<file path="config.mk">
export PLATFORM = sky130hd
export DESIGN_NAME = cqt_decoder
export DESIGN_NICKNAME = d
export VERILOG_FILES = /design/src/hdl/cqt_state_pkg.sv /design/src/hdl/cqt_syntax_pkg.sv /design/src/hdl/cqt_ctx_select.sv /design/src/hdl/cqt_decoder.sv /design/src/hdl/cqt_depth_store.sv /design/src/hdl/cqt_walker.sv
export VERILOG_INCLUDE_DIRS = /design/src /design/src/hdl
export SDC_FILE = /design/constraint.sdc
export NUM_CORES = 1
export LEC_CHECK = 0
export BUFFER_PORTS_ARGS = -buffer_cell sky130_fd_sc_hd__buf_2
export CORE_MARGIN = 3
export CORE_UTILIZATION = 60
export CTS_CLUSTER_DIAMETER = 50
export DETAILED_ROUTE_END_ITERATION = 10
export HOLD_SLACK_MARGIN = 0.08
export PLACE_DENSITY = 0.82
export SLEW_MARGIN = 25
export SYNTH_ARGS = -nofsm -noshare
export SYNTH_HDL_FRONTEND = slang
export SYNTH_SLANG_ARGS = --single-unit
</file>
<file path="constraint.sdc">
create_clock -name clk -period 7.8 [get_ports clk]
set_clock_uncertainty 0.05 [all_clocks]
set_input_delay 1.17 -clock clk [delete_from_list [all_inputs] [get_ports clk]]
set_output_delay 1.17 -clock clk [all_outputs]
set_load 0.05 [all_outputs]
</file>
<file path="src/hdl/cqt_defines.svh">
// coding quadtree widths, sizes and the split flag context base
// shared by the quadtree walker, context select and depth store
`ifndef CQT_DEFINES_SVH
`define CQT_DEFINES_SVH

// ctb position in the picture
`define CQT_CTB_X_W         6
`define CQT_CTB_Y_W         5

// picture size in pixels
`define CQT_PIC_W_W         12
`define CQT_PIC_H_W         11

// block sizes as log2 of pixels
`define CQT_LOG2_CTB        6
`define CQT_LOG2_MIN_CU     3

`define CQT_UNITS           8    // 8x8 units per ctb side
`define CQT_MAX_CTB_COLS    64   // entries in the above-row buffer

// context memory addressing
`define CQT_CTX_ADDR_W      10
`define CQT_CTX_SPLIT_BASE  10'd2  // split_cu_flag ctx 0

`endif

</file>
<file path="src/hdl/cqt_state_pkg.sv">
// state encoding of the coding quadtree walker FSM
// shared with the bound checks

package cqt_state_pkg;

    typedef enum logic [2:0] {
        IDLE        = 3'd0,  // wait for cqt_start
        CALC        = 3'd1,  // classify current node
        SPLIT_FLAG  = 3'd2,  // wait for split_cu_flag bin
        FORCE_SPLIT = 3'd3,  // node crosses the picture edge
        LEAF_CU     = 3'd4,  // cu handed to the cu decoder
        NEXT        = 3'd5,  // advance or climb in z-order
        ENDING      = 3'd6   // ctb finished
    } cqt_state_t;

endpackage

</file>
<file path="src/hdl/cqt_syntax_pkg.sv">
// syntax-level types of the coding quadtree
// depth of a quadtree node and the split flag context increment

package cqt_syntax_pkg;

    // 0 is the 64x64 root, 3 is an 8x8 cu
    typedef logic [1:0] cqt_depth_t;

    // number of neighbours deeper than the current node
    typedef enum logic [1:0] {
        CTX_NONE = 2'd0,
        CTX_ONE  = 2'd1,
        CTX_BOTH = 2'd2
    } split_ctx_t;

endpackage

</file>
<file path="src/hdl/cqt_ctx_select.sv">
// split_cu_flag context selection
// compares neighbour depths and issues the registered bin request
`timescale 1ns/1ps
`include "cqt_defines.svh"

module cqt_ctx_select (
    input  logic                                        clk,
    input  logic                                        rst_n,
    input  logic [`CQT_PIC_W_W-1:0]                     node_x,
    input  logic [`CQT_PIC_H_W-1:0]                     node_y,
    input  cqt_syntax_pkg::cqt_depth_t                  node_depth,
    input  logic                                        flag_req,
    input  cqt_syntax_pkg::cqt_depth_t                  left_depth,
    input  cqt_syntax_pkg::cqt_depth_t                  above_depth,
    output logic [`CQT_LOG2_CTB-`CQT_LOG2_MIN_CU-1:0]   unit_col,
    output logic [`CQT_LOG2_CTB-`CQT_LOG2_MIN_CU-1:0]   unit_row,
    output logic                                        dec_run,
    output logic                                        ctx_addr_vld,
    output logic [`CQT_CTX_ADDR_W-1:0]                  ctx_addr
);

logic                       avail_l;
logic                       avail_a;
logic                       cond_l;
logic                       cond_a;
cqt_syntax_pkg::split_ctx_t ctx_inc;

// 8x8 unit inside the ctb
assign unit_col = node_x[`CQT_LOG2_CTB-1:`CQT_LOG2_MIN_CU];
assign unit_row = node_y[`CQT_LOG2_CTB-1:`CQT_LOG2_MIN_CU];

// neighbours exist unless the node sits on the picture edge
assign avail_l = (node_x != '0);
assign avail_a = (node_y != '0);

assign cond_l = avail_l && (left_depth > node_depth);
assign cond_a = avail_a && (above_depth > node_depth);

always_comb begin
    case ({cond_l, cond_a})
        2'b00:   ctx_inc = cqt_syntax_pkg::CTX_NONE;
        2'b11:   ctx_inc = cqt_syntax_pkg::CTX_BOTH;
        default: ctx_inc = cqt_syntax_pkg::CTX_ONE;
    endcase
end

always_ff @(posedge clk) begin
    if (!rst_n) begin
        dec_run      <= 1'b0;
        ctx_addr_vld <= 1'b0;
    end else begin
        dec_run      <= flag_req;
        ctx_addr_vld <= flag_req;
    end
end

always_ff @(posedge clk) begin
    if (flag_req)
        ctx_addr <= `CQT_CTX_SPLIT_BASE + {{(`CQT_CTX_ADDR_W-2){1'b0}}, ctx_inc};
end

endmodule

</file>
<file path="src/hdl/cqt_decoder.sv">
// coding quadtree stage of the cabac decoder
// walker, split context selection and depth map for one ctb at a time
`timescale 1ns/1ps
`include "cqt_defines.svh"

module cqt_decoder (
    input  logic                        clk,
    input  logic                        rst_n,
    input  logic                        cqt_start,
    input  logic [`CQT_CTB_X_W-1:0]     ctb_x,
    input  logic [`CQT_CTB_Y_W-1:0]     ctb_y,
    input  logic [`CQT_PIC_W_W-1:0]     pic_width,
    input  logic [`CQT_PIC_H_W-1:0]     pic_height,
    input  logic                        bin,
    input  logic                        bin_vld,
    input  logic                        cu_done,
    output logic                        dec_run,
    output logic                        ctx_addr_vld,
    output logic [`CQT_CTX_ADDR_W-1:0]  ctx_addr,
    output logic                        cu_start,
    output logic [`CQT_PIC_W_W-1:0]     cu_x,
    output logic [`CQT_PIC_H_W-1:0]     cu_y,
    output logic [2:0]                  cu_log2_size,
    output logic                        cqt_done
);

localparam int UW = `CQT_LOG2_CTB - `CQT_LOG2_MIN_CU;

logic [`CQT_PIC_W_W-1:0]    node_x;
logic [`CQT_PIC_H_W-1:0]    node_y;
cqt_syntax_pkg::cqt_depth_t node_depth;
logic                       flag_req;
logic [UW-1:0]              unit_col;
logic [UW-1:0]              unit_row;
cqt_syntax_pkg::cqt_depth_t left_depth;
cqt_syntax_pkg::cqt_depth_t above_depth;

cqt_walker i_cqt_walker (
    .clk, .rst_n,
    .cqt_start, .ctb_x, .ctb_y, .pic_width, .pic_height,
    .bin, .bin_vld, .cu_done,
    .node_x, .node_y, .node_depth,
    .flag_req,
    .cu_start, .cu_x, .cu_y, .cu_log2_size,
    .cqt_done
);

cqt_ctx_select i_cqt_ctx_select (
    .clk, .rst_n,
    .node_x, .node_y, .node_depth,
    .flag_req,
    .left_depth, .above_depth,
    .unit_col, .unit_row,
    .dec_run, .ctx_addr_vld, .ctx_addr
);

cqt_depth_store i_cqt_depth_store (
    .clk, .rst_n,
    .ctb_x,
    .cu_start, .cu_x, .cu_y, .cu_log2_size,
    .cqt_done,
    .unit_col, .unit_row,
    .left_depth, .above_depth
);

endmodule

</file>
<file path="src/hdl/cqt_depth_store.sv">
// quadtree depth map of the current ctb at 8x8 granularity
// keeps the last column and last row for the next ctb's neighbour lookups
`timescale 1ns/1ps
`include "cqt_defines.svh"

module cqt_depth_store (
    input  logic                                        clk,
    input  logic                                        rst_n,
    input  logic [`CQT_CTB_X_W-1:0]                     ctb_x,
    input  logic                                        cu_start,
    input  logic [`CQT_PIC_W_W-1:0]                     cu_x,
    input  logic [`CQT_PIC_H_W-1:0]                     cu_y,
    input  logic [2:0]                                  cu_log2_size,
    input  logic                                        cqt_done,
    input  logic [`CQT_LOG2_CTB-`CQT_LOG2_MIN_CU-1:0]   unit_col,
    input  logic [`CQT_LOG2_CTB-`CQT_LOG2_MIN_CU-1:0]   unit_row,
    output cqt_syntax_pkg::cqt_depth_t                  left_depth,
    output cqt_syntax_pkg::cqt_depth_t                  above_depth
);

localparam int UW = `CQT_LOG2_CTB - `CQT_LOG2_MIN_CU;

cqt_syntax_pkg::cqt_depth_t grid      [`CQT_UNITS][`CQT_UNITS];  // [row][col]
cqt_syntax_pkg::cqt_depth_t left_buf  [`CQT_UNITS];
cqt_syntax_pkg::cqt_depth_t above_buf [`CQT_MAX_CTB_COLS][`CQT_UNITS];

logic [UW-1:0]              leaf_col;
logic [UW-1:0]              leaf_row;
logic [UW-1:0]              span_mask;
logic [2:0]                 depth_diff;
cqt_syntax_pkg::cqt_depth_t leaf_depth;

assign leaf_col = cu_x[`CQT_LOG2_CTB-1:`CQT_LOG2_MIN_CU];
assign leaf_row = cu_y[`CQT_LOG2_CTB-1:`CQT_LOG2_MIN_CU];

// units sharing the leaf's upper index bits lie inside the leaf
assign span_mask = {UW{1'b1}} << (cu_log2_size - 3'(`CQT_LOG2_MIN_CU));

assign depth_diff = 3'(`CQT_LOG2_CTB) - cu_log2_size;
assign leaf_depth = depth_diff[1:0];

always_ff @(posedge clk) begin
    if (rst_n && cu_start) begin
        for (int r = 0; r < `CQT_UNITS; r++) begin
            for (int c = 0; c < `CQT_UNITS; c++) begin
                if (((r[UW-1:0] & span_mask) == leaf_row) &&
                    ((c[UW-1:0] & span_mask) == leaf_col))
                    grid[r][c] <= leaf_depth;
            end
        end
    end
end

// right column feeds the next ctb, bottom row the ctb below
always_ff @(posedge clk) begin
    if (rst_n && cqt_done) begin
        for (int i = 0; i < `CQT_UNITS; i++) begin
            left_buf[i]         <= grid[i][`CQT_UNITS-1];
            above_buf[ctb_x][i] <= grid[`CQT_UNITS-1][i];
        end
    end
end

always_comb begin
    if (unit_col == '0)
        left_depth = left_buf[unit_row];
    else
        left_depth = grid[unit_row][unit_col - UW'(1)];
end

always_comb begin
    if (unit_row == '0)
        above_depth = above_buf[ctb_x][unit_col];
    else
        above_depth = grid[unit_row - UW'(1)][unit_col];
end

endmodule

</file>
<file path="src/hdl/cqt_walker.sv">
// coding quadtree walker
// steps through one ctb in z-order, requests split flags and reports leaf cus
`timescale 1ns/1ps
`include "cqt_defines.svh"

module cqt_walker (
    input  logic                        clk,
    input  logic                        rst_n,
    input  logic                        cqt_start,
    input  logic [`CQT_CTB_X_W-1:0]     ctb_x,
    input  logic [`CQT_CTB_Y_W-1:0]     ctb_y,
    input  logic [`CQT_PIC_W_W-1:0]     pic_width,
    input  logic [`CQT_PIC_H_W-1:0]     pic_height,
    input  logic                        bin,
    input  logic                        bin_vld,
    input  logic                        cu_done,
    output logic [`CQT_PIC_W_W-1:0]     node_x,
    output logic [`CQT_PIC_H_W-1:0]     node_y,
    output cqt_syntax_pkg::cqt_depth_t  node_depth,
    output logic                        flag_req,
    output logic                        cu_start,
    output logic [`CQT_PIC_W_W-1:0]     cu_x,
    output logic [`CQT_PIC_H_W-1:0]     cu_y,
    output logic [2:0]                  cu_log2_size,
    output logic                        cqt_done
);

localparam int XW = `CQT_PIC_W_W + 1;
localparam int YW = `CQT_PIC_H_W + 1;

cqt_state_pkg::cqt_state_t  state, nxt_state;
cqt_syntax_pkg::cqt_depth_t depth;
logic [1:0]                 idx1, idx2, idx3;  // z-order index per depth, {y, x}
logic [1:0]                 cur_idx;
logic [2:0]                 node_log2;
logic [XW-1:0]              x_end;
logic [YW-1:0]              y_end;
logic                       outside;
logic                       crossing;

// deeper indices are kept at zero, so the position is a plain bit gather
assign node_x = {ctb_x, idx1[0], idx2[0], idx3[0], {`CQT_LOG2_MIN_CU{1'b0}}};
assign node_y = {ctb_y, idx1[1], idx2[1], idx3[1], {`CQT_LOG2_MIN_CU{1'b0}}};
assign node_depth = depth;
assign node_log2 = 3'(`CQT_LOG2_CTB) - {1'b0, depth};

assign x_end = {1'b0, node_x} + (XW'(1) << node_log2);
assign y_end = {1'b0, node_y} + (YW'(1) << node_log2);
assign outside = (node_x >= pic_width) || (node_y >= pic_height);
assign crossing = (x_end > {1'b0, pic_width}) || (y_end > {1'b0, pic_height});

always_comb begin
    case (depth)
        2'd1:    cur_idx = idx1;
        2'd2:    cur_idx = idx2;
        2'd3:    cur_idx = idx3;
        default: cur_idx = 2'd0;
    endcase
end

always_comb begin
    nxt_state = state;
    case (state)
        cqt_state_pkg::IDLE: begin
            if (cqt_start) nxt_state = cqt_state_pkg::CALC;
        end
        cqt_state_pkg::CALC: begin
            if (outside)
                nxt_state = cqt_state_pkg::NEXT;       // skipped, nothing reported
            else if (depth == 2'd3)
                nxt_state = cqt_state_pkg::LEAF_CU;    // 8x8 never splits
            else if (crossing)
                nxt_state = cqt_state_pkg::FORCE_SPLIT;
            else
                nxt_state = cqt_state_pkg::SPLIT_FLAG;
        end
        cqt_state_pkg::SPLIT_FLAG: begin
            if (bin_vld) nxt_state = bin ? cqt_state_pkg::CALC : cqt_state_pkg::LEAF_CU;
        end
        cqt_state_pkg::FORCE_SPLIT: nxt_state = cqt_state_pkg::CALC;
        cqt_state_pkg::LEAF_CU: begin
            if (cu_done) nxt_state = cqt_state_pkg::NEXT;
        end
        cqt_state_pkg::NEXT: begin
            if (depth == 2'd0)
                nxt_state = cqt_state_pkg::ENDING;
            else if (cur_idx != 2'd3)
                nxt_state = cqt_state_pkg::CALC;       // else climb and stay
        end
        cqt_state_pkg::ENDING: nxt_state = cqt_state_pkg::IDLE;
        default: nxt_state = cqt_state_pkg::IDLE;
    endcase
end

always_ff @(posedge clk) begin
    if (!rst_n) begin
        state    <= cqt_state_pkg::IDLE;
        flag_req <= 1'b0;
        cu_start <= 1'b0;
        cqt_done <= 1'b0;
    end else begin
        state    <= nxt_state;
        flag_req <= (nxt_state == cqt_state_pkg::SPLIT_FLAG) &&
                    (state != cqt_state_pkg::SPLIT_FLAG);
        cu_start <= (nxt_state == cqt_state_pkg::LEAF_CU) &&
                    (state != cqt_state_pkg::LEAF_CU);
        cqt_done <= (nxt_state == cqt_state_pkg::ENDING) &&
                    (state == cqt_state_pkg::NEXT);
    end
end

always_ff @(posedge clk) begin
    if (!rst_n || (state == cqt_state_pkg::IDLE && cqt_start)) begin
        depth <= 2'd0;
        idx1  <= 2'd0;
        idx2  <= 2'd0;
        idx3  <= 2'd0;
    end else if ((state == cqt_state_pkg::SPLIT_FLAG && bin_vld && bin) ||
                 state == cqt_state_pkg::FORCE_SPLIT) begin
        depth <= depth + 2'd1;  // first child, its index is already zero
    end else if (state == cqt_state_pkg::NEXT && depth != 2'd0) begin
        if (cur_idx == 2'd3)
            depth <= depth - 2'd1;
        case (depth)
            2'd1:    idx1 <= idx1 + 2'd1;  // wraps to zero after the fourth
            2'd2:    idx2 <= idx2 + 2'd1;
            default: idx3 <= idx3 + 2'd1;
        endcase
    end
end

// leaf report holds while the cu decoder works
assign cu_x = node_x;
assign cu_y = node_y;
assign cu_log2_size = node_log2;

endmodule

</file>
After elaboration in Yosys (flattened, before gate mapping):

Memory sizes are Yosys's and may differ from the RTL's.
Cells that the tools add are included.

* shift-type cells: 3
* equal/unequal tests: 30
* order comparisons: 8
* bitwise logic cells: 4
* add/subtract/negate cells: 13
* reduce and logical (&&, ||, !) cells: 95
* multiplexer cells: 220

Operators with widths (number)
* $mux W1: 195
* $logic_and A1 B1 Y1: 75
* $eq A3 B3 Y1: 8
* $mux W3: 8
* $mux W2: 11
* $bmux W2 S3: 3
* $pmux W3 S6: 1
* $add A12 B13 Y13: 1
* $gt A13 B12 Y1: 1
* $shl A1 B3 Y13 const A: 1
* $add A11 B12 Y12: 1
* $eq A2 B3 Y1: 4
* $eq A3 B3 Y1 const B: 4
* $ge A12 B12 Y1: 1
* $gt A12 B11 Y1: 1
* $reduce_bool A12 Y1: 1
* $shl A1 B3 Y12 const A: 1
* $ge A11 B11 Y1: 1
* $reduce_bool A11 Y1: 1
* $eq A3 B2 Y1 const B: 3
* $logic_not A3 Y1: 3
* $reduce_and A3 Y1: 3
* $add A2 B1 Y2 const B: 4
* $eq A2 B2 Y1 const B: 4
* 25 further kinds: 37

* memories kept: 3
* bits of input ports: 40
* word-level logic and storage cells: 386
* output and inout port bits: 40
* register bits after elaboration: 25
* RAM bits: 1168

Memories
* i_cqt_depth_store.above_buf: depth 64, width 16, rd ports 1, clocked after Yosys merged registers in 0, write ports 1, RTL line cqt_depth_store.sv:25 `` cqt_syntax_pkg::cqt_depth_t above_buf [`CQT_MAX_CTB_COLS][`CQT_UNITS]; ``
* i_cqt_depth_store.grid: depth 8, width 16, rd ports 10, clocked after Yosys merged registers in 0, write ports 8, RTL line cqt_depth_store.sv:23 `` cqt_syntax_pkg::cqt_depth_t grid [`CQT_UNITS][`CQT_UNITS]; ``
* i_cqt_depth_store.left_buf: depth 8, width 2, rd ports 1, clocked after Yosys merged registers in 0, write ports 8, RTL line cqt_depth_store.sv:24 `` cqt_syntax_pkg::cqt_depth_t left_buf [`CQT_UNITS]; ``

Depth between registers and ports, before layout:

* word-level depth: 11
* depth in mapped cells: 20
* depth with buffers taken out: 20

By module:

Synthesis repeated with hierarchy kept, for this count alone.

* cells, all modules: 2880
* area, all modules: 48861.9 sq um

Modules (own cells, without submodules)
* cqt_depth_store: instances 1, cells each 2523, area each 45980.3 sq um, seq. area each 35073.6 sq um
* cqt_walker: instances 1, cells each 313, area each 2484.9 sq um, seq. area each 280.3 sq um
* cqt_ctx_select: instances 1, cells each 44, area each 396.6 sq um, seq. area each 110.1 sq um

Worst setup path before layout:

OpenSTA, ideal clock, no wires.

* path kind: flip-flop to flip-flop
* start: register i_cqt_walker.idx3[1]
* end: register i_cqt_ctx_select.ctx_addr[0] (data pin)
* stages on the path, launching flop included: 14
* arrival time: 4.551 ns
* buffers on the path: 3
* slack: 2.938 ns
* required time: 7.489 ns
* library setup time: 0.261 ns
* clock period less this slack: 4.862 ns
* path through: dfxtp_1 clkbuf_1 buf_2 buf_2 inv_1 ha_1 xor2_1 mux4_2 mux4_2 nand2_1 o31ai_1 ha_1 a211oi_1 ha_1

* cells in the longest elaborated chain, start to end: 11
* elaborated cells on any way between the ends: 21
* classes of those cells: 2 x add/sub; 2 x order compare; 1 x eq/ne; 9 x mux; 5 x reduce/logical; 2 x memory

RTL lines
* start: declaration: RTL line cqt_walker.sv:33 `logic [1:0] idx1, idx2, idx3;`
* start signal: assignment: RTL line cqt_walker.sv:127 `default: idx3 <= idx3 + 2'd1;`
* $sub A3 B1 Y3: RTL line cqt_depth_store.sv:75 `above_depth = grid[unit_row - UW'(1)][unit_col];`
* $mem_v2 Z8 W16
* $bmux W2 S3: RTL line cqt_depth_store.sv:75
* $mux W2 (not written as such) (2 in series): RTL line cqt_depth_store.sv:75
* $mux W2: RTL line cqt_depth_store.sv:72 `if (unit_row == '0)`
* $gt A2 B2 Y1: RTL line cqt_ctx_select.sv:37 `assign cond_a = avail_a && (above_depth > node_depth);`
* $logic_and A1 B1 Y1: RTL line cqt_ctx_select.sv:37
* $eq A2 B2 Y1 / $logic_not A2 Y1 (equally long branches): RTL line cqt_ctx_select.sv:40 `case ({cond_l, cond_a})`
* $pmux W2 S2 *: RTL line cqt_ctx_select.sv:40
* via i_cqt_ctx_select.ctx_inc[0]: RTL line cqt_ctx_select.sv:26 `cqt_syntax_pkg::split_ctx_t ctx_inc;`
* $add A2 B2 Y3 (no line) *
* end signal: assignment: RTL line cqt_ctx_select.sv:59 `` ctx_addr <= `CQT_CTX_SPLIT_BASE + {{(`CQT_CTX_ADDR_W-2){1'b0}}, ctx_inc}; ``
* end: declaration: RTL line cqt_ctx_select.sv:19 `` output logic [`CQT_CTX_ADDR_W-1:0] ctx_addr ``

Mark *: on every way through the listed nets, which the timed path passes. The rest lies on a longest branch. The select of a mux whose other input is x is not followed.
A chain may end at the register's enable or synchronous reset.

Worst setup path in the final report:

* start: input port ctb_x[1]
* end: register i_cqt_ctx_select.ctx_addr[0] (data pin)

* cells in the longest elaborated chain, start to end: 10
* elaborated cells on any way between the ends: 13
* classes of those cells: 1 x add/sub; 1 x order compare; 1 x eq/ne; 5 x mux; 4 x reduce/logical; 1 x memory

RTL lines
* start: declaration: RTL line cqt_decoder.sv:10 `` input logic [`CQT_CTB_X_W-1:0] ctb_x, ``
* $mem_v2 Z64 W16
* $bmux W2 S3: RTL line cqt_depth_store.sv:73 `above_depth = above_buf[ctb_x][unit_col];`
* $mux W2 (not written as such) (2 in series): RTL line cqt_depth_store.sv:73
* $mux W2: RTL line cqt_depth_store.sv:72
* $gt A2 B2 Y1: RTL line cqt_ctx_select.sv:37
* $logic_and A1 B1 Y1: RTL line cqt_ctx_select.sv:37
* $eq A2 B2 Y1 / $logic_not A2 Y1 (equally long branches): RTL line cqt_ctx_select.sv:40
* $pmux W2 S2 *: RTL line cqt_ctx_select.sv:40
* via i_cqt_ctx_select.ctx_inc[0]: RTL line cqt_ctx_select.sv:26
* $add A2 B2 Y3 (no line) *

Marked as above.

==> run summary <==
The flow ran to the end, and the final reports show no timing, DRC or antenna violations. Number of antenna violations at the first check in global routing: 7. TritonCTS built the clock tree.

In this run, flip-flops and latches consume 53.6% of the power. The post-synthesis to final-layout area growth works out to 11.6%. The endpoint type of the worst setup path is a flip-flop. In this run switching power makes up 22.6% of total power. The internal power was 0.0102 W. The synthesized area was 47,500 um2. The share of the Yosys chip area taken by registers is 74.6%. Once the floorplan was initialized, standard cells occupied 60.9% of the core.

Among all stages on the critical path, the largest delay is contributed by nor2b_1. Derived from the worst setup path, the maximum achievable clock frequency is 180 MHz. Pin placement for this block handled 80 I/O pins. The cell depth of the worst setup path works out to 12.

For this block, the routed nets add up to 137,000 um of wire. At the worst endpoint, the arrival time is 5.96 ns. The post-cts resize count was 0. The tools report the source of the worst hold timing path as i_cqt_depth_store.grid[5][0]. Detailed placement ended at an HPWL of 80,800 um. The die covers 82,600 um2. Data on the critical path is required at its endpoint by 8.19 ns. CTS saw 1,186 sinks. Of the cells placed in the final design, the portion with a size suffix greater than 1 is 17.0%. For this design the ratio of total power to cell area is 249 nW/um2. The library cells used most frequently in the layout, excluding fill and tap cells, are 1,171 x edfxtp_1, 286 x a22oi_1, 200 x nor2_1.

Kind of critical path: input port to flip-flop. Total power draw: 0.0132 W. VDD sags by at most 0.171 mV.

The row count is 102. The startpoint type of the worst setup path is an input port. The count of nets left with antenna violations once routing finished came out at 0. The filler cells instantiated in the layout total 4,772. For the distinct cell type count after synthesis, the log shows 68. The area of combinational cells with multiple inputs came out at 11,000 um2. Setup repair after global routing left no endpoint under its margin. The startpoint identified for the worst register-to-register timing path is i_cqt_walker.idx3[1]. The highest cell delay on the worst timing path was 0.91 ns; the number of warnings issued by yosys was 0. In the routed design, unresolved DRC markers number 0.

Counting both buffers and inverters, the worst setup path holds a total of 2. The clock transition at the register clock pins on the worst setup and hold paths after CTS works out to 0.06 ns. The final critical delay including setup and external delays came out at 5.56 ns. The actual slew at the worst max-slew pin was 1.09 ns. Ranked by total cell area, the synthesized netlist is headed by edfxtp_1 74%, a22oi_1 4.5%, mux4_2 4.4%, ha_1 1.7%, a221oi_1 1.7%. The net switching power of the design is 0.00298 W. In this run the tightest slew margin relative to its limit is 27.1%. The primary flip-flop cell chosen by synthesis mapping is edfxtp_1. The setup slack of the worst register-to-register path was 2.26 ns. The largest area contributor in the synthesized netlist is edfxtp_1. The first routing iteration left 5,712 violations. The total global-route track usage came out at 33.4%. After detailed routing, the average wire length per cell comes to 33.9 um.

After detailed routing, the number of vias per cell comes to 7.27. The final critical path takes up 71.3% of the cycle. The worst min-delay path category is flip-flop to flip-flop. For the worst flop-to-flop path, the logic depth is 12.

Most common cell after layout, fill and taps aside: edfxtp_1. Endpoint of the worst register-to-register path: i_cqt_ctx_select.ctx_addr[0]. The logs give 2,777 for the count of mapped cells out of synthesis and 0 for the number of setup buffers added after CTS. The core box area was 78,000 um2; the sum of overflow across all layers after global routing was 0. Die extent in x: 287 um. Destination of the worst hold path: i_cqt_depth_store.left_buf[5][0]. The deepest clock path buffer count was 3. The run gives 93 as the largest net degree at the start of global routing. At the end of routability-driven placement, the weighted congestion stood at 0.993.

For the final routed database, the setup TNS stands at 0 ns. Cells fill 68.0% of the core in the end. The CTS root buffer is clkbuf_16.

The share of power burned in the clock network was 40.8%. In this run the biggest area consumer among cell types represents 74.0% of the synthesized area. The logs give 0 for the max-slew violation count and 0.70 ns for the clock latency of the later-clocked register in the worst-skew pair. The tools report the number of global-route vias before repair as 28,600. During placement, the flow inserted port buffers numbering 66. The final number of setup-violating endpoints was 0; the count of flip-flops with a built-in enable after synthesis was 1,171. Along the worst path, the maximum fanout reaches 23. For this run, the detailed router's first-pass iteration total came to 8. Synthesis inferred 1,186 register bits. For the number of buffers inserted by hold repair at cts, the log shows 0. Max-cap violations in this run came to 0.

The logs give 29,400 for the total number of vias and 3 for the total number of H-tree levels. Along the worst hold path, the cell count comes to 0. For this run, asynchronously set or reset flops after synthesis account for 0%. The run gives 5.6% as the combinational group share of total power. The critical path goes through buf_2 > buf_4 > nor2b_1 > a221oi_1 > o21ai_0 > a221oi_1 > a31oi_1 > a22oi_1 > o31ai_1 > ha_1 > a211oi_1 > ha_1.

In this run, CTS created clock tree buffers numbering 113. The sequential cells in the finished layout cover a total of 35,500 um2. The analysis attributes to cell leakage a power of 17.0 nW. The final-report hold violation count was 0. The average instance in the mapped netlist occupies 17.1 um2. In this run the vertical extent of the chip is 287 um. For the post-route worst hold slack, the log shows 0.433 ns. The wire length of the first global-routing pass is 199,000 um, and the number of nets at the end of the flow is 3,013.

In this design, the largest share of critical-path delay is due to compound AO/OA/AOI/OAI gates.
## registers in the layout, summed over array words and instances, names as in the netlist, 2 cells and up
register / cells
i_cqt_ctx_select.ctx_addr: 3
i_cqt_depth_store.above_buf: 1024
i_cqt_depth_store.grid: 128
i_cqt_depth_store.left_buf: 16
i_cqt_walker.idx1: 2
i_cqt_walker.idx2: 2
i_cqt_walker.idx3: 2
i_cqt_walker.node_depth: 2
i_cqt_walker.state: 3
## stage by stage
step / setup slack, ns / cell area (um2) / cells
2_1_floorplan: 2.94 / 47600 / 2789
3_3_place_gp: 1.60 / 49300 / 3834
3_5_place_dp: 1.70 / 49300 / 3834
4_1_cts: 2.33 / 53000 / 4043
5_1_grt: 2.13 / 53000 / 4043
6_report: 2.24 / 53000 / 4044
## logic make-up (layout without fill, tap and decap cells)
kind of cell | after synthesis | after routing | share of synthesized area, %
AOI/OAI and AO/OA | 698 | 698 | 11.0
xor gates and xnor gates | 30 | 30 | 0.553
adders and majority gates | 64 | 64 | 1.69
buffers and inverters | 235 | 449 | 2.43
DFF | 1186 | 1186 | 74.6
muxes | 155 | 155 | 5.77
other | 1 | 14 | 0.00789
and+or+nand+nor | 408 | 408 | 3.90
## per-layer routing
layer	up-vias	wire (um)	GRT usage, %
li1	11700	-	-
met1	14400	45000	45.5
met2	2812	62700	50.6
met3	517	21100	8.99
met4	6	8260	16.0
met5	-	51	0
## power by group through the flow
stage,combinational (W),sequential (W),clock (W)
3_5_place_dp,0.000707,0.00721,0
5_1_grt,0.000770,0.00707,0.00567
3_3_place_gp,0.000682,0.00720,0
6_report,0.000742,0.00707,0.00539
2_1_floorplan,0.000400,0.00724,0
4_1_cts,0.000715,0.00707,0.00540
## synthesized netlist by cell type, types with 32 or more instances
cell,number
a21oi_1,58
a221oi_1,90
a22o_1,62
a22oi_1,286
a31oi_1,53
buf_2,77
buf_4,43
clkbuf_1,57
edfxtp_1,1171
ha_1,64
inv_1,38
mux2_2,32
mux4_2,92
nand2_1,80
nor2_1,200
o21ai_0,37
## worst max path at each step
stage                         startpoint                           end  slack [ns]
finish                          ctb_x[1]  i_cqt_ctx_select.ctx_addr[0]        2.24
global route        i_cqt_walker.idx3[1]  i_cqt_ctx_select.ctx_addr[0]        2.13
CTS                 i_cqt_walker.idx3[1]  i_cqt_ctx_select.ctx_addr[0]        2.33
detailed placement              ctb_x[0]  i_cqt_ctx_select.ctx_addr[0]        1.70
global placement                ctb_x[0]  i_cqt_ctx_select.ctx_addr[1]        1.60
floorplan           i_cqt_walker.idx3[1]  i_cqt_ctx_select.ctx_addr[0]        2.94
## final cells by class
cell class	count	share of cell area, %
Antenna cell	1	0.00472
Clock inverter	87	1.52
Timing Repair Buffer	198	2.69
Clock buffer	122	5.40
Sequential cell	1186	66.9
Tap cell	1040	2.46
Multi-Input combinational cell	1368	20.7
Inverter	42	0.297
(Power assumes the default switching activity.)
